`src/sd_host_pkg.sv`:
```
// sd host phy package, timing constants and the request/result structs
package sd_host_pkg;

  // platform
  localparam int LOCK_CYCLES  = 16;   // clk cycles held unlocked after reset

  // command path
  localparam int CMD_BITS     = 48;   // command and short response frame
  localparam int RESP_TIMEOUT = 64;   // card clocks to wait for a response start bit

  // data path
  localparam int BLOCK_BYTES  = 8;    // payload bytes per write block
  localparam int CRC16_BYTES  = 8;    // 16 crc bits per lane, two bits per byte
  localparam int BUSY_TIMEOUT = 256;  // card clocks to wait for dat0 release

  // counter widths
  localparam int LOCK_W     = $clog2(LOCK_CYCLES + 1);
  localparam int CMD_CNT_W  = $clog2(CMD_BITS + 1);   // counts 0..48
  localparam int RESP_TO_W  = $clog2(RESP_TIMEOUT);
  localparam int BUSY_TO_W  = $clog2(BUSY_TIMEOUT);
  // start byte, payload, crc bytes, end byte, release slot
  localparam int DATA_CNT_W = $clog2(BLOCK_BYTES + CRC16_BYTES + 3);

  // command request, sampled on the start pulse
  typedef struct packed {
    logic [5:0]  index;
    logic [31:0] arg;
    logic        resp_en;  // 48-bit response expected
  } cmd_req_t;

  // response result, held from done until the next start
  typedef struct packed {
    logic [5:0]  index;
    logic [31:0] arg;
    logic        crc_ok;   // crc7 over first 40 bits matched
    logic        end_ok;   // end bit was 1
    logic        timeout;  // no start bit seen
  } cmd_resp_t;

  // write payload
  // byte 0 lives in data[63:56] and goes out first, high nibble then low
  typedef struct packed {
    logic [BLOCK_BYTES*8-1:0] data;
  } blk_t;

  // write result
  typedef struct packed {
    logic busy_timeout;  // dat0 held low too long
    logic done_ok;       // card released busy in time
  } data_stat_t;

endpackage

```
`src/sd_cmd_phy.sv`:
```
// sd command engine, sends 48-bit commands with crc7 and captures short responses
`timescale 1ns/1ps

module sd_cmd_phy (
  input  logic                   clk,
  input  logic                   rst,
  input  logic                   i_locked,
  input  logic                   i_sd_stb,
  input  logic                   i_cmd_start,
  input  sd_host_pkg::cmd_req_t  i_cmd_req,
  input  logic                   i_sd_cmd_in,
  output logic                   o_sd_cmd_dir,
  output logic                   o_sd_cmd_out,
  output logic                   o_cmd_busy,
  output logic                   o_cmd_done,
  output sd_host_pkg::cmd_resp_t o_cmd_resp
);
  import sd_host_pkg::*;

  typedef enum logic [1:0] {S_IDLE, S_SEND, S_WAIT, S_RECV} state_t;

  state_t               state_q;
  logic [CMD_BITS-1:0]  shift_q;    // tx bits out of the top, rx bits in at the bottom
  logic [CMD_CNT_W-1:0] bit_cnt_q;  // frame bit position
  logic [RESP_TO_W-1:0] to_cnt_q;   // response start bit timeout
  logic [6:0]           crc_q;      // shared tx/rx crc7
  logic                 resp_en_q;
  logic                 accept;

  // serial crc7, x^7 + x^3 + 1
  function automatic logic [6:0] crc7_next(input logic [6:0] crc, input logic bit_in);
    logic fb;
    fb = crc[6] ^ bit_in;
    return {crc[5:0], 1'b0} ^ (fb ? 7'h09 : 7'h00);
  endfunction

  assign accept = (state_q == S_IDLE) && i_cmd_start && i_locked;

  always_ff @(posedge clk) begin
    if (rst) begin
      state_q      <= S_IDLE;
      o_sd_cmd_dir <= 1'b0;
      o_sd_cmd_out <= 1'b1;  // line idles high
      o_cmd_busy   <= 1'b0;
      o_cmd_done   <= 1'b0;
      o_cmd_resp   <= '0;
      bit_cnt_q    <= '0;
      to_cnt_q     <= '0;
    end else begin
      o_cmd_done <= 1'b0;
      case (state_q)
        S_IDLE: if (accept) begin
          // start bit, host direction bit, index, argument
          shift_q    <= {1'b0, 1'b1, i_cmd_req.index, i_cmd_req.arg, 8'h00};
          resp_en_q  <= i_cmd_req.resp_en;
          crc_q      <= '0;
          bit_cnt_q  <= '0;
          o_cmd_busy <= 1'b1;
          state_q    <= S_SEND;
        end
        S_SEND: if (i_sd_stb) begin
          bit_cnt_q <= bit_cnt_q + 1'b1;
          shift_q   <= {shift_q[CMD_BITS-2:0], 1'b0};
          if (bit_cnt_q < CMD_CNT_W'(CMD_BITS - 8)) begin
            o_sd_cmd_dir <= 1'b1;
            o_sd_cmd_out <= shift_q[CMD_BITS-1];
            crc_q        <= crc7_next(crc_q, shift_q[CMD_BITS-1]);
          end else if (bit_cnt_q < CMD_CNT_W'(CMD_BITS - 1)) begin
            o_sd_cmd_out <= crc_q[6];  // crc msb first
            crc_q        <= {crc_q[5:0], 1'b0};
          end else if (bit_cnt_q == CMD_CNT_W'(CMD_BITS - 1)) begin
            o_sd_cmd_out <= 1'b1;  // end bit
          end else begin
            // card clocked the end bit on this edge, let go of the line
            o_sd_cmd_dir <= 1'b0;
            crc_q        <= '0;
            bit_cnt_q    <= '0;
            to_cnt_q     <= '0;
            if (resp_en_q) begin
              state_q <= S_WAIT;
            end else begin
              o_cmd_resp <= '0;
              o_cmd_done <= 1'b1;
              o_cmd_busy <= 1'b0;
              state_q    <= S_IDLE;
            end
          end
        end
        S_WAIT: if (i_sd_stb) begin
          if (!i_sd_cmd_in) begin  // response start bit
            shift_q   <= {shift_q[CMD_BITS-2:0], i_sd_cmd_in};
            crc_q     <= crc7_next(crc_q, i_sd_cmd_in);
            bit_cnt_q <= CMD_CNT_W'(1);
            state_q   <= S_RECV;
          end else if (to_cnt_q == RESP_TO_W'(RESP_TIMEOUT - 1)) begin
            o_cmd_resp <= '{index: '0, arg: '0, crc_ok: 1'b0, end_ok: 1'b0, timeout: 1'b1};
            o_cmd_done <= 1'b1;
            o_cmd_busy <= 1'b0;
            state_q    <= S_IDLE;
          end else begin
            to_cnt_q <= to_cnt_q + 1'b1;
          end
        end
        S_RECV: if (i_sd_stb) begin
          shift_q   <= {shift_q[CMD_BITS-2:0], i_sd_cmd_in};
          bit_cnt_q <= bit_cnt_q + 1'b1;
          if (bit_cnt_q < CMD_CNT_W'(CMD_BITS - 8)) begin
            crc_q <= crc7_next(crc_q, i_sd_cmd_in);  // first 40 bits only
          end
          if (bit_cnt_q == CMD_CNT_W'(CMD_BITS - 1)) begin
            // frame bit k sits at shift_q[k-1], this bit is the end bit
            o_cmd_resp <= '{index:   shift_q[44:39],
                            arg:     shift_q[38:7],
                            crc_ok:  (shift_q[6:0] == crc_q),
                            end_ok:  i_sd_cmd_in,
                            timeout: 1'b0};
            o_cmd_done <= 1'b1;
            o_cmd_busy <= 1'b0;
            state_q    <= S_IDLE;
          end
        end
        default: state_q <= S_IDLE;
      endcase
    end
  end

endmodule

```
`config.mk`:
```
export PLATFORM = sky130hd
export DESIGN_NAME = sd_cmd_phy
export DESIGN_NICKNAME = d
export VERILOG_FILES = /design/src/sd_host_pkg.sv /design/src/sd_cmd_phy.sv
export SDC_FILE = /design/constraint.sdc
export NUM_CORES = 1
export LEC_CHECK = 0
export BUFFER_PORTS_ARGS = -buffer_cell sky130_fd_sc_hd__buf_2
export CAP_MARGIN = 20
export CORE_ASPECT_RATIO = 0.6
export CORE_MARGIN = 3
export CORE_UTILIZATION = 55
export DETAILED_ROUTE_END_ITERATION = 10
export GPL_ROUTABILITY_DRIVEN = 0
export PLACE_DENSITY = 0.79
export SLEW_MARGIN = 20
export SYNTH_ARGS = -nofsm -noshare
export SYNTH_HDL_FRONTEND = slang
export SYNTH_SLANG_ARGS = --single-unit
```
`constraint.sdc`:
```
create_clock -name clk -period 4.87 [get_ports clk]
set_input_delay 0.974 -clock clk [delete_from_list [all_inputs] [get_ports clk]]
set_output_delay 0.974 -clock clk [all_outputs]
set_load 0.1 [all_outputs]
```
==> summary.md <==
| Metric | Value |
|---|---|
| Pin count of the biggest net entering global routing | `82` |
| Postcts setup bufs | `0` |
| CTS Hold Buffers Added | `0` |
| Avg Inst Size Synth | `10.76 µm²` |
| Die X | `129.3 µm` |
| Crit end category | `register` |
| Warnings, synthesis | `0` |
| Synth Register Bits | `115` |
| Status | `complete, no violations` |
| Worst R2R Path Depth | `8` |
| Fillers | `648` |
| Core Rows | `26` |
| Sequential share of power | `41.5%` |
| Most used flip-flop cell after synthesis | `dfxtp_1` |
| VDD IR-drop max | `0.3716 mV` |
| WP data required | `5120 ps` |
| Tot GR Track Use | `23.87%` |
| Sw Ratio | `28.13%` |
| Fin crit share | `60.90%` |
| Leakage Power | `2.304 nW` |
| Max Cap Viol | `0` |
| Post-layout util | `70.04%` |
| Num CTS Buffers | `17` |
| DR vias | `4025` |
| Die Y-Extent | `79.98 µm` |
| Count of final max-slew check failures | `0` |
| Final HPWL DP | `7632 µm` |
| Root Buffer | `clkbuf_16` |
| Net Switching | `0.8140 mW` |
| Initial Util | `57.75%` |
| Vias in the first global route | `3836` |
| GRT overflow | `0` |
| Seq/Total Area, Yosys | `57.07%` |
| CTS tree | `yes` |
| Area of the multi-input gates | `0.002028 mm²` |
| Endpoints failing setup | `0` |
| Internal power | `2.079 mW` |
| Antenna diode count | `0` |
| Share of cells above drive strength 1 | `23.08%` |
| Final Hold Fails | `0` |
| Post-synth EDFFs | `56` |
| Die footprint | `0.01034 mm²` |
| DRC viols | `0` |
| Critical path arrival | `3210 ps` |
| Clk sink count | `115` |
| Max FO, Critical Path | `81` |
| Hold Crit Class | `reg2reg` |
| Gate count of the mapped netlist | `466` |
| Clk slew on worst S/H paths | `50 ps` |
| Cell Area, Synth | `0.005016 mm²` |
| Critical path class | `reg2reg` |
| Reg area | `0.002863 mm²` |
| Post-synth ARST share | `0%` |
| Clock Skew | `8.267 ps` |
| Hold Slack | `482.4 ps` |
| Netlist cell types | `49` |
| Vias per cell | `5.999` |
| Sum Neg Setup Slack | `0 ps` |
| Mapped Nets | `517` |
| 1st-pass router iterations | `5` |
| DR WL/cell | `17.93 µm` |
| Actual slew at the worst max-slew pin | `1040 ps` |
| Post-cts gate resize count | `0` |
| Logic pwr share | `18.7%` |
| Layout area overhead | `21.28%` |
| Clock group share of total power | `39.8%` |
| Antenna violations before repair | `0` |
| Fin crit period | `2966 ps` |
| IO Port Bufs | `89` |
| CORE AREA | `0.008686 mm²` |
| NumNets Final | `597` |
| First-pass GRT wire length | `19040 µm` |
| Hold depth | `1` |
| RSZ-0062 raised after global routing | `false` |
| Antenna violation net count after detailed routing | `0` |
| Later-pin clock latency in the skew report | `400 ps` |
| Max Root-Sink Buffers | `2` |
| Power Total | `2.893 mW` |
| P per Cell Area | `475.6 mW/mm²` |
| CP Launch Type | `register` |
| Slew HR | `30.70%` |
| IO Pins | `90` |
| Final WL | `12030 µm` |
| Number of DRC markers in iteration 0 | `402` |
| F_max | `337.2 MHz` |
| H-tree depth | `4` |
-- power groups by stage --
stage	logic (mW)	clock network [mW]	registers (mW)
global placement	0.515	0	1.21
global route	0.588	1.22	1.21
finish	0.541	1.15	1.20
detailed placement	0.533	0	1.21
floorplan	0.364	0	1.25
CTS	0.535	1.17	1.20
-- cells in the final DEF (no fill, tap or decap), types with 2 or more instances in the layout --
master	n
buf_2	89
dfxtp_1	59
edfxtp_1	56
o21ai_0	51
nand2_1	47
nand3b_1	40
a22o_1	38
nor2_1	21
clkbuf_16	18
and2_1	17
a21oi_1	13
xnor2_1	9
inv_1	8
nand3_1	7
clkbuf_1	7
nor2b_1	5
o21ai_1	5
ha_1	5
clkinv_2	4
xor2_1	3
nor3_1	3
a211oi_1	3
nand4_1	3
and3_1	3
mux2i_1	3
buf_4	3
nor2_4	2
o211ai_1	2
o21bai_1	2
nor4_1	2
nand4b_1	2
a22oi_1	2
a211o_1	2
a31o_2	2
clkbuf_8	2
-- per-layer routing --
layer  part of all wire [%]  global-route usage (%)  vias to the layer above
met5                      0                       0                        -
met4                   0.71                   6.709                        0
met3                    8.1                   6.217                       14
met2                     45                   35.07                      184
met1                     47                   34.87                     1946
li1                       -                       -                     1881
-- synth_stat cells, drive strengths merged, types with 2 or more instances --
| library cell | number | area share, % |
|---|---|---|
| buf | 5 | 0.62 |
| edfxtp | 56 | 34 |
| a211oi | 3 | 0.45 |
| dfxtp | 59 | 24 |
| nor4 | 2 | 0.25 |
| nand4b | 2 | 0.35 |
| o21bai | 2 | 0.30 |
| nand3b | 40 | 6.0 |
| o21ai | 56 | 5.6 |
| xnor2 | 9 | 1.6 |
| inv | 8 | 0.60 |
| a21oi | 13 | 1.3 |
| nor2 | 23 | 1.7 |
| nand3 | 7 | 0.70 |
| and3 | 3 | 0.37 |
| nand4 | 3 | 0.37 |
| and2 | 17 | 2.1 |
| clkbuf | 26 | 1.9 |
| a22oi | 2 | 0.30 |
| ha | 6 | 1.5 |
| nor3 | 3 | 0.30 |
| nor2b | 6 | 0.75 |
| a31o | 2 | 0.35 |
| a211o | 2 | 0.35 |
| xor2 | 3 | 0.52 |
| a22o | 38 | 6.6 |
| mux2i | 3 | 0.60 |
| nand2 | 47 | 3.5 |
| o211ai | 3 | 0.55 |
| or3 | 2 | 0.35 |
-- critical path, cell delays in order, from the launching register on --
cell	delay, ps
dfxtp_1	330
inv_1	110
ha_1	440
a21boi_0	590
a211oi_1	200
o211ai_4	200
buf_4	600
mux2i_1	260
nor2_1	50
-- state kept, by name (all words and copies together), names as in the netlist, 2 cells and up --
signal	flops
shift_q	48
o_cmd_resp	41
crc_q	7
bit_cnt_q	6
to_cnt_q	6
state_q	2
-- logic make-up (layout without fill, tap and decap cells) --
group	Yosys count	after routing	share of synthesized area [%]
xor gates and xnor gates	12	12	2.095
buffers and inverters	39	132	3.168
muxes	3	3	0.5987
adders and majority gates	6	6	1.497
DFF	115	115	57.07
AOI/OAI and AO/OA	131	131	17.98
and+or+nand+nor	160	160	17.59
-- cell type report --
class                           count  area share, %
Inverter                            8         0.4936
Multi-Input combinational cell    312          33.34
Timing Repair Buffer               92          7.692
Sequential cell                   115          47.06
Clock inverter                      5         0.8227
Tap cell                          112          2.304
Clock buffer                       27          8.289
-- per-stage QoR --
step / setup slack [ps] / cells / cell area, µm²
final: 1904 / 671 / 6083
after global routing: 1700 / 671 / 6083
after CTS: 1959 / 671 / 6083
after detailed placement: 1703 / 639 / 5529
after global placement: 1775 / 639 / 5529
after floorplan: 721.1 / 466 / 5016
-- final timing paths --
| kind | from | end | slack [ps] |
|---|---|---|---|
| max reg2reg | state_q[1]$_SDFFE_PP0P_ | o_cmd_resp[0]$_SDFFE_PP0P_ | 1900 |
| min | o_sd_cmd_out$_SDFFE_PP1P_ | o_sd_cmd_out$_SDFFE_PP1P_ | 480 |
| max | state_q[1]$_SDFFE_PP0P_ | o_cmd_resp[0]$_SDFFE_PP0P_ | 1900 |
| min reg2reg | o_sd_cmd_out$_SDFFE_PP1P_ | o_sd_cmd_out$_SDFFE_PP1P_ | 480 |
No activity file was read; power rests on OpenSTA's default activity.
