<file path="config.mk">
export PLATFORM = sky130hd
export DESIGN_NAME = sd_data_phy
export DESIGN_NICKNAME = d
export VERILOG_FILES = /design/src/sd_host_pkg.sv /design/src/sd_data_phy.sv
export SDC_FILE = /design/constraint.sdc
export NUM_CORES = 1
export LEC_CHECK = 0
export ABC_CLOCK_PERIOD_IN_PS = 9300
export BUFFER_PORTS_ARGS = -buffer_cell sky130_fd_sc_hd__buf_2
export CORE_UTILIZATION = 52
export DETAILED_ROUTE_END_ITERATION = 7
export PLACE_DENSITY_LB_ADDON = 0.3
export REMOVE_ABC_BUFFERS = 1
export SKIP_LAST_GASP = 1
export SLEW_MARGIN = 15
export SYNTH_ARGS = -nofsm -noshare
export SYNTH_HDL_FRONTEND = slang
export SYNTH_SLANG_ARGS = --single-unit
</file>
<file path="constraint.sdc">
create_clock -name clk -period 9.3 [get_ports clk]
set_input_delay 0.93 -clock clk [delete_from_list [all_inputs] [get_ports clk]]
set_output_delay 0.93 -clock clk [all_outputs]
set_load 0.02 [all_outputs]
</file>
<file path="src/sd_host_pkg.sv">
// sd host phy package, timing constants and the request/result structs
package sd_host_pkg;

  // platform
  localparam int LOCK_CYCLES  = 16;   // clk cycles held unlocked after reset

  // command path
  localparam int CMD_BITS     = 48;   // command and short response frame
  localparam int RESP_TIMEOUT = 64;   // card clocks to wait for a response start bit

  // data path
  localparam int BLOCK_BYTES  = 8;    // payload bytes per write block
  localparam int CRC16_BYTES  = 8;    // 16 crc bits per lane, two bits per byte
  localparam int BUSY_TIMEOUT = 256;  // card clocks to wait for dat0 release

  // counter widths
  localparam int LOCK_W     = $clog2(LOCK_CYCLES + 1);
  localparam int CMD_CNT_W  = $clog2(CMD_BITS + 1);   // counts 0..48
  localparam int RESP_TO_W  = $clog2(RESP_TIMEOUT);
  localparam int BUSY_TO_W  = $clog2(BUSY_TIMEOUT);
  // start byte, payload, crc bytes, end byte, release slot
  localparam int DATA_CNT_W = $clog2(BLOCK_BYTES + CRC16_BYTES + 3);

  // command request, sampled on the start pulse
  typedef struct packed {
    logic [5:0]  index;
    logic [31:0] arg;
    logic        resp_en;  // 48-bit response expected
  } cmd_req_t;

  // response result, held from done until the next start
  typedef struct packed {
    logic [5:0]  index;
    logic [31:0] arg;
    logic        crc_ok;   // crc7 over first 40 bits matched
    logic        end_ok;   // end bit was 1
    logic        timeout;  // no start bit seen
  } cmd_resp_t;

  // write payload
  // byte 0 lives in data[63:56] and goes out first, high nibble then low
  typedef struct packed {
    logic [BLOCK_BYTES*8-1:0] data;
  } blk_t;

  // write result
  typedef struct packed {
    logic busy_timeout;  // dat0 held low too long
    logic done_ok;       // card released busy in time
  } data_stat_t;

endpackage

</file>
<file path="src/sd_data_phy.sv">
// sd data write engine, one block on four lanes with per-lane crc16 and busy wait
`timescale 1ns/1ps

module sd_data_phy (
  input  logic                    clk,
  input  logic                    rst,
  input  logic                    i_locked,
  input  logic                    i_sd_stb,
  input  logic                    i_data_start,
  input  sd_host_pkg::blk_t       i_blk,
  input  logic [3:0]              i_sd_data_in,
  output logic                    o_sd_data_dir,
  output logic [7:0]              o_sd_data_out,
  output logic                    o_data_busy,
  output logic                    o_data_done,
  output sd_host_pkg::data_stat_t o_data_stat
);
  import sd_host_pkg::*;

  typedef enum logic [1:0] {S_IDLE, S_SEND, S_WAIT} state_t;

  state_t                   state_q;
  logic [BLOCK_BYTES*8-1:0] shift_q;     // payload, next byte on top
  logic [3:0][15:0]         crc_q;       // one crc16 per lane
  logic [DATA_CNT_W-1:0]    byte_cnt_q;  // byte slot in the block
  logic [BUSY_TO_W-1:0]     wait_cnt_q;  // busy timeout
  logic                     accept;

  // serial crc16, x^16 + x^12 + x^5 + 1
  function automatic logic [15:0] crc16_next(input logic [15:0] crc, input logic bit_in);
    logic fb;
    fb = crc[15] ^ bit_in;
    return {crc[14:0], 1'b0} ^ (fb ? 16'h1021 : 16'h0000);
  endfunction

  // high nibble bit first, then low nibble bit
  function automatic logic [15:0] crc16_pair(input logic [15:0] crc, input logic hi,
                                             input logic lo);
    return crc16_next(crc16_next(crc, hi), lo);
  endfunction

  assign accept = (state_q == S_IDLE) && i_data_start && i_locked;

  always_ff @(posedge clk) begin
    if (rst) begin
      state_q       <= S_IDLE;
      o_sd_data_dir <= 1'b0;
      o_data_busy   <= 1'b0;
      o_data_done   <= 1'b0;
      o_data_stat   <= '0;
      byte_cnt_q    <= '0;
      wait_cnt_q    <= '0;
    end else begin
      o_data_done <= 1'b0;
      case (state_q)
        S_IDLE: if (accept) begin
          shift_q     <= i_blk.data;
          crc_q       <= '0;
          byte_cnt_q  <= '0;
          o_data_busy <= 1'b1;
          state_q     <= S_SEND;
        end
        S_SEND: if (i_sd_stb) begin
          byte_cnt_q <= byte_cnt_q + 1'b1;
          if (byte_cnt_q == '0) begin
            o_sd_data_dir <= 1'b1;
            o_sd_data_out <= 8'h00;  // start nibble on every lane
          end else if (byte_cnt_q <= DATA_CNT_W'(BLOCK_BYTES)) begin
            o_sd_data_out <= shift_q[BLOCK_BYTES*8-1 -: 8];
            shift_q       <= shift_q << 8;
            for (int i = 0; i < 4; i++) begin
              crc_q[i] <= crc16_pair(crc_q[i], shift_q[BLOCK_BYTES*8-4+i],
                                     shift_q[BLOCK_BYTES*8-8+i]);
            end
          end else if (byte_cnt_q <= DATA_CNT_W'(BLOCK_BYTES + CRC16_BYTES)) begin
            // two crc bits per lane per byte, msb first
            for (int i = 0; i < 4; i++) begin
              o_sd_data_out[4+i] <= crc_q[i][15];
              o_sd_data_out[i]   <= crc_q[i][14];
              crc_q[i]           <= crc_q[i] << 2;
            end
          end else if (byte_cnt_q == DATA_CNT_W'(BLOCK_BYTES + CRC16_BYTES + 1)) begin
            o_sd_data_out <= 8'hFF;  // end nibble on every lane
          end else begin
            o_sd_data_dir <= 1'b0;  // platform finishes the end byte, then floats
            wait_cnt_q    <= '0;
            state_q       <= S_WAIT;
          end
        end
        S_WAIT: if (i_sd_stb) begin
          // first wait strobe is turnaround, card may not hold dat0 yet
          // busy is on dat0, the other lanes idle high
          if ((wait_cnt_q != '0) && (&i_sd_data_in)) begin
            o_data_stat <= '{busy_timeout: 1'b0, done_ok: 1'b1};
            o_data_done <= 1'b1;
            o_data_busy <= 1'b0;
            state_q     <= S_IDLE;
          end else if (wait_cnt_q == BUSY_TO_W'(BUSY_TIMEOUT - 1)) begin
            o_data_stat <= '{busy_timeout: 1'b1, done_ok: 1'b0};
            o_data_done <= 1'b1;
            o_data_busy <= 1'b0;
            state_q     <= S_IDLE;
          end else begin
            wait_cnt_q <= wait_cnt_q + 1'b1;
          end
        end
        default: state_q <= S_IDLE;
      endcase
    end
  end

endmodule

</file>
==> impl_results.md, run 1 <==
* Slowest CP cell: buf_4
* Number of distinct library cells after synthesis at 50
* TritonCTS clock tree: done
* Biggest area consumer among synthesized cells: edfxtp_1
* Ys flop type: edfxtp_1
* CP bufs+invs at 2
* Antenna viol nets, final at 0
* Critical Path AT at 2710 ps
* Largest buffer count on any clock path at 2
* Cell Area, Placed at 7391 um^2
* Rows at 41
* Total number of vias at 4,466
* DRT iter0 DRCs at 351
* Share of post-route cells with drive strength above 1 at 0.1846
* Drt pass-1 iters at 4
* Clk_lat worst skew at 420 ps
* Count of pins over their slew limit at 0
* Mapped Cells at 600
* Worst path max stage delay at 640 ps
* Number of synthesized flops with an enable pin at 136
* Ports at 86
* Critical path endpoint category: flip-flop
* Hold Vio Cnt, Final at 0
* Async SR Flop Fraction at 0
* Worst-Margin Slew at 917.9 ps
* Achievable frequency at 0.3751 GHz
* First-pass GRT wire length at 19.11 mm
* Layout area overhead at 16.31%
* Final min period at 2666 ps
* Outcome: finished, final reports clean
* Largest net degree at the start of global routing at 102
* Vias in the first global route at 4,085
* Top cell type's share of synthesized area at 0.5994
* Synth area leaders: edfxtp_1 60%, nand2_1 9.9%, dfxtp_1 5.9%
* Gr usage total at 0.1896
* Yosys warning count at 0
* Worst setup SP type: flip-flop
* Nets at 757
* Clock transition at path regs at 60 ps
* Sequential fraction of the synthesis area at 0.6582
* Synth Register Bits at 156
* GRT overflow at 0
* Post-Route WL at 11.86 mm
* Die ar. at 13,560 um^2
* Post-cts sizing count at 0
* Placer Congestion at 0.8016
* Period utilisation layout at 0.2867
* Design Area, Final at 7924 um^2
* CTS Buf Count at 17
* H-tree Lvls at 4
* Most frequent cells after synthesis: 180 x nand2_1, 136 x edfxtp_1, 48 x and2_1
* HPWL Detailed at 7.438 mm
* Critical Path Fanout Max at 64
* Final setup violation count at 0
* Clk sink count at 156
* Lkg Pwr at 3.070 nW
* Ant diodes at 0
* Post-CTS Setup Inserts at 0
* Port Buffers at 85
* Setup Crit Path Kind: flip-flop to flip-flop
* Initial antenna violation count at 0
* Drt via density at 5.193
* Remaining DRCs at 0
* Critical path's top delay family: buffers and inverters
* Clk_skew at 8.106 ps
* RSZ-0062 raised after global routing: false
* Worst hold path type: flip-flop to flip-flop
* Synthesized cell area at 6813 um^2
* Rel. slew slack at 0.3833
* Core ar. at 12,720 um^2
* Setup TNS at 0 ps
* Max VDD drop at 142.6 uV
* PwrDens at 195.7 nW/um^2
* Avg WL per Cell at 13.78 um
* Crit path cell chain: inv_1 > ha_1 > nand2b_1 > a21o_1 > o21ai_0 > nor3b_2 > buf_4
* CTS hold repair buffers at 0
* Starting Density at 0.5355
* Die Ht at 116.5 um
* Chip width at 116.5 um
* Clk root buf: clkbuf_16
* Max cap viols at 0
* Syn avg cell area at 11.35 um^2
* Most frequent cell after synthesis: nand2_1
* CP required at 9340 ps
[layer usage]
layer / global-route usage / vias to the layer above / wire length (um)
met5: 0 / - / 0
met4: 0.06154 / 0 / 114
met3: 0.06642 / 9 / 596
met2: 0.2880 / 125 / 5478
met1: 0.2556 / 2106 / 5665
li1: - / 2226 / -
[where the power goes]
part           internal, W  total, W  switching (W)
sequential        0.000795  0.000805     0.00000924
combinational    0.0000427  0.000108      0.0000657
clock             0.000386  0.000638       0.000252
total              0.00122   0.00155       0.000327
[flip-flops by register name, summed over array words and instances, names as in the netlist]
name / cells
wait_cnt_q: 8
o_data_stat: 2
o_data_busy: 1
crc_q: 64
byte_cnt_q: 5
o_data_done: 1
shift_q: 64
state_q: 2
o_sd_data_out: 8
o_sd_data_dir: 1
[placed cells by master, fill, tap and decap left out, types with 3 or more instances in the layout]
master / n
nor2_1: 37
nand2_1: 180
dfxtp_1: 20
a31oi_1: 11
xnor2_1: 26
edfxtp_1: 136
a2bb2oi_1: 3
a21oi_1: 11
inv_1: 8
and2_1: 48
clkinv_2: 3
a211oi_2: 3
buf_4: 5
o22ai_1: 4
a211oi_1: 7
clkbuf_16: 17
buf_2: 85
o21ai_0: 16
a21o_1: 3
nor3_1: 4
nand3_1: 5
clkinv_1: 3
ha_1: 5
[worst paths after layout]
path                                      from              to  slack [ps]  cells past startpoint
worst min register to register  o_data_stat[1]  o_data_stat[1]         480                      1
worst max register to register   byte_cnt_q[0]     shift_q[63]        6630                      7
worst min-delay path            o_data_stat[1]  o_data_stat[1]         480                      1
worst max-delay path             byte_cnt_q[0]     shift_q[63]        6630                      7
[cells by family (layout without fill, tap and decap cells)]
| logic type | Yosys count | in the layout | share of synthesized area |
|---|---|---|---|
| AO/OA/AOI/OAI | 74 | 74 | 0.07346 |
| XOR/XNOR | 26 | 26 | 0.03343 |
| adder cells (fa/ha/maj) | 5 | 5 | 0.009183 |
| buffers and inverters | 39 | 127 | 0.02369 |
| flip-flops | 156 | 156 | 0.6582 |
| multiplexers | 1 | 1 | 0.001469 |
| AND/OR/NAND/NOR | 299 | 299 | 0.2005 |
[final cells by class]
class	instances	area (um^2)
well taps	172	215.2
clock buffers	19	432.9
inverters	9	33.78
repair buffers	90	462.9
fillers	1055	4798
clock inverters	9	100.1
flip-flops and latches	156	4484
multi-input cells	405	2195
[metrics by stage]
stage,setup WS [ps],cells,utilization,hold WS (ps),power (W)
after floorplan,1042,570,-,451.3,0.0008920
after global placement,6579,832,0.5809,444.9,0.0009248
after detailed placement,6519,832,0.5809,476.9,0.0009289
after CTS,6626,860,0.6228,490.2,0.001566
after global routing,6368,860,0.6228,512.4,0.001604
final,6634,860,0.6228,476.8,0.001551
(Power assumes the default switching activity.)
==> run 2, diff against run 1 <==
--- a/config.mk
+++ b/config.mk
@@ -5,7 +5,8 @@
 export SDC_FILE = /design/constraint.sdc
 export NUM_CORES = 1
 export LEC_CHECK = 0
-export ABC_CLOCK_PERIOD_IN_PS = 9300
+export ABC_AREA = 1
+export ABC_CLOCK_PERIOD_IN_PS = 2300
 export BUFFER_PORTS_ARGS = -buffer_cell sky130_fd_sc_hd__buf_2
 export CORE_UTILIZATION = 52
 export DETAILED_ROUTE_END_ITERATION = 7
==> constraint.sdc (replaced) <==
create_clock -name clk -period 2.3 [get_ports clk]
set_input_delay 0.23 -clock clk [delete_from_list [all_inputs] [get_ports clk]]
set_output_delay 0.23 -clock clk [all_outputs]
set_load 0.02 [all_outputs]
==> run 2 against run 1 <==
  * Area after synthesis up 1.5%
  * Total power grew to 5.0 times the previous value
  * Critical endpoint is now shift_q[60]
  * Global-route usage rose by 1.6 points
  * Sequential share of layout area down 1.3 points
  * Sequential cell count unchanged
  * Critical path type unchanged
  * Via count grew 8.4%
  * Worst hold slack got worse by 400 ps
  * Count of clock-buffer cells in the layout increased by 1
  * First-iteration DRC count rose by 19%
  * Sequential power grew to 4.5 times the previous value
==> impl_results.md, run 2 <==
* Lkg Pwr at 3.555 nW (+16%)
* Initial antenna violation count at 0 (unchanged)
* First-pass GRT wire length at 21.25 mm (+11%)
* Critical Path Fanout Max at 64 (unchanged)
* Clk_lat worst skew at 430 ps (about the same)
* Drt via density at 4.962 (-4.4%)
* Nets at 869 (+15%)
* GRT overflow at 0 (unchanged)
* Max VDD drop at 615.3 uV (+330%)
* DRT iter0 DRCs at 416 (+19%)
* Starting Density at 0.5411 (+0.005588)
* CP required at 2380 ps (-6960 ps)
* Largest buffer count on any clock path at 2 (unchanged)
* Yosys warning count at 0 (unchanged)
* Port Buffers at 85 (unchanged)
* Outcome: finished, final reports clean
* Vias in the first global route at 4,671 (+14%)
* Share of post-route cells with drive strength above 1 at 0.1766 (-0.007976)
* Most frequent cell after synthesis: nand2_1
* HPWL Detailed at 8.172 mm (+9.9%)
* Rel. slew slack at 0.3937 (+0.01033)
* Synthesized cell area at 6912 um^2 (+1.5%)
* Biggest area consumer among synthesized cells: edfxtp_1
* Placer Congestion at 0.8773 (+9.4%)
* TritonCTS clock tree: done
* Largest net degree at the start of global routing at 94 (-7.8%)
* Drt pass-1 iters at 5 (+1)
* Achievable frequency at 0.4695 GHz (+25%)
* Synth Register Bits at 156 (unchanged)
* Worst-Margin Slew at 909.5 ps (-8.435 ps)
* Syn avg cell area at 9.776 um^2 (-14%)
* Post-cts sizing count at 0 (unchanged)
* Ports at 86 (unchanged)
* Count of pins over their slew limit at 0 (unchanged)
* Avg WL per Cell at 13.16 um (-4.6%)
* Period utilisation layout at 0.9260 (+0.6393)
* Design Area, Final at 8110 um^2 (+2.4%)
* Rows at 41 (unchanged)
* CP bufs+invs at 2 (unchanged)
* Async SR Flop Fraction at 0 (unchanged)
* Clk sink count at 156 (unchanged)
* Sequential fraction of the synthesis area at 0.6488 (-0.009413)
* Most frequent cells after synthesis: 223 x nand2_1, 136 x edfxtp_1, 89 x inv_1
* Remaining DRCs at 0 (unchanged)
* RSZ-0062 raised after global routing: false
* Critical Path AT at 2210 ps (-500 ps)
* Post-Route WL at 12.84 mm (+8.3%)
* Number of synthesized flops with an enable pin at 136 (unchanged)
* Hold Vio Cnt, Final at 0 (unchanged)
* Worst hold slack at 72.28 ps (-404.5 ps)
* Worst path max stage delay at 380 ps (-260 ps)
* Clk root buf: clkbuf_16
* Antenna viol nets, final at 0 (unchanged)
* Critical path endpoint category: flip-flop
* Largest registers: crc_q: 64 flops, shift_q: 64 flops
* Final min period at 2130 ps (-536.5 ps)
* H-tree Lvls at 4 (unchanged)
* Slack of the worst reg-to-reg path at 170 ps (-6460 ps)
* Cell Area, Placed at 7533 um^2 (+1.9%)
* Commonest non-fill, non-tap cell in the layout: nand2_1
* CTS Buf Count at 17 (unchanged)
* Ys flop type: edfxtp_1
* Clock transition at path regs at 60 ps (about the same)
* Chip width at 117.3 um (+0.71%)
* Ant diodes at 0 (unchanged)
* Crit path cell chain: inv_1 > ha_1 > nand2_1 > nor2_1 > nand2_1 > o211ai_1 > a21oi_4 > buf_12
* Critical path's top delay family: compound AO/OA/AOI/OAI gates
* Layout area overhead at 17.34%
* CP most frequent cell: nand2_1
* PwrDens at 946.8 nW/um^2 (+380%)
* Gr usage total at 0.2058 (+0.01625)
* Mapped Cells at 707 (+18%)
* Final setup violation count at 0 (unchanged)
* CTS hold repair buffers at 0 (unchanged)
* Max cap viols at 0 (unchanged)
* Top cell type's share of synthesized area at 0.5909 (-0.008573)
* Worst setup SP type: flip-flop
* Die Ht at 117.3 um (+0.71%)
* Core ar. at 12,770 um^2 (+0.40%)
* Total power at 0.007679 W (+400%)
* Total number of vias at 4,843 (+8.4%)
* Setup Crit Path Kind: flip-flop to flip-flop
* Synth area leaders: edfxtp_1 59%, nand2_1 12%, dfxtp_1 5.8%
* Worst hold path type: input port to flip-flop
* Number of distinct library cells after synthesis at 32 (-36%)
* Post-CTS Setup Inserts at 0 (unchanged)
* Slowest CP cell: dfxtp_1
* Die ar. at 13,760 um^2 (+1.4%)
* Most frequent cells in the layout: 223 x nand2_1, 136 x edfxtp_1, 89 x inv_1
* Clk_skew at 10.52 ps (+2.413 ps)
* Setup TNS at 0 ps (unchanged)
==> run 2: changes by cell type after synthesis, moves of 11 or more <==
cell	change
xnor2_1	-26
and2_1	-48
nand2_1	+43
nor2_1	+46
a21oi_1	+25
a31oi_1	-11
inv_1	+81
==> run 2: power by group <==
part           internal, W  switching, W  leakage (nW)  total, W
registers          0.00351      0.000113          1.43   0.00362
clock network      0.00164       0.00109         0.279   0.00273
logic             0.000403      0.000921          1.85   0.00132
==> run 2: area by class of cell <==
| cell class | count | area [um^2] |
|---|---|---|
| Clock buffer | 20 | 456.7 |
| Multi-Input combinational cell | 431 | 1969 |
| Inverter | 93 | 349.1 |
| Sequential cell | 156 | 4484 |
| Clock inverter | 12 | 120.1 |
| Timing Repair Buffer | 92 | 515.5 |
| Tap cell | 172 | 215.2 |
| Fill cell | 1026 | 4663 |
==> run 2: path summary, 6_finish.rpt <==
kind                                        to            from  cells past startpoint
worst min register to register  o_data_stat[1]  o_data_stat[1]                      2
worst max register to register     shift_q[60]   byte_cnt_q[0]                      8
worst min-delay path               shift_q[14]       i_blk[14]                      3
worst max-delay path               shift_q[60]   byte_cnt_q[0]                      8
==> run 2: cell families after synthesis <==
logic type,Yosys count,synth area share
adder cells (fa/ha/maj),5,0.009051
XOR/XNOR,9,0.01141
buffers and inverters,120,0.07024
AND/OR/NAND/NOR,344,0.2029
flip-flops,156,0.6488
AO/OA/AOI/OAI,73,0.05757
==> run 2: per-layer routing <==
metal  track usage  wire length (um)
met1        0.2586              5660
met2        0.3349              6244
met3       0.05613               714
met4       0.09198               221
met5             0                 0
==> run 2: stage by stage <==
step / std cells / util / setup WS, ps
floorplan: 680 / - / -3585
CTS: 976 / 0.6349 / 190.6
finish: 976 / 0.6349 / 170.2
detailed placement: 944 / 0.5898 / 225.6
global placement: 944 / 0.5898 / 308.1
global route: 976 / 0.6349 / 62.87
==> run 2: worst reg2reg max path, stage by stage, from the launching register on <==
cell and delay (ps):
dfxtp_1 380, inv_1 100, ha_1 210, nand2_1 100, nor2_1 60, nand2_1 150
o211ai_1 220, a21oi_4 210, buf_12 310
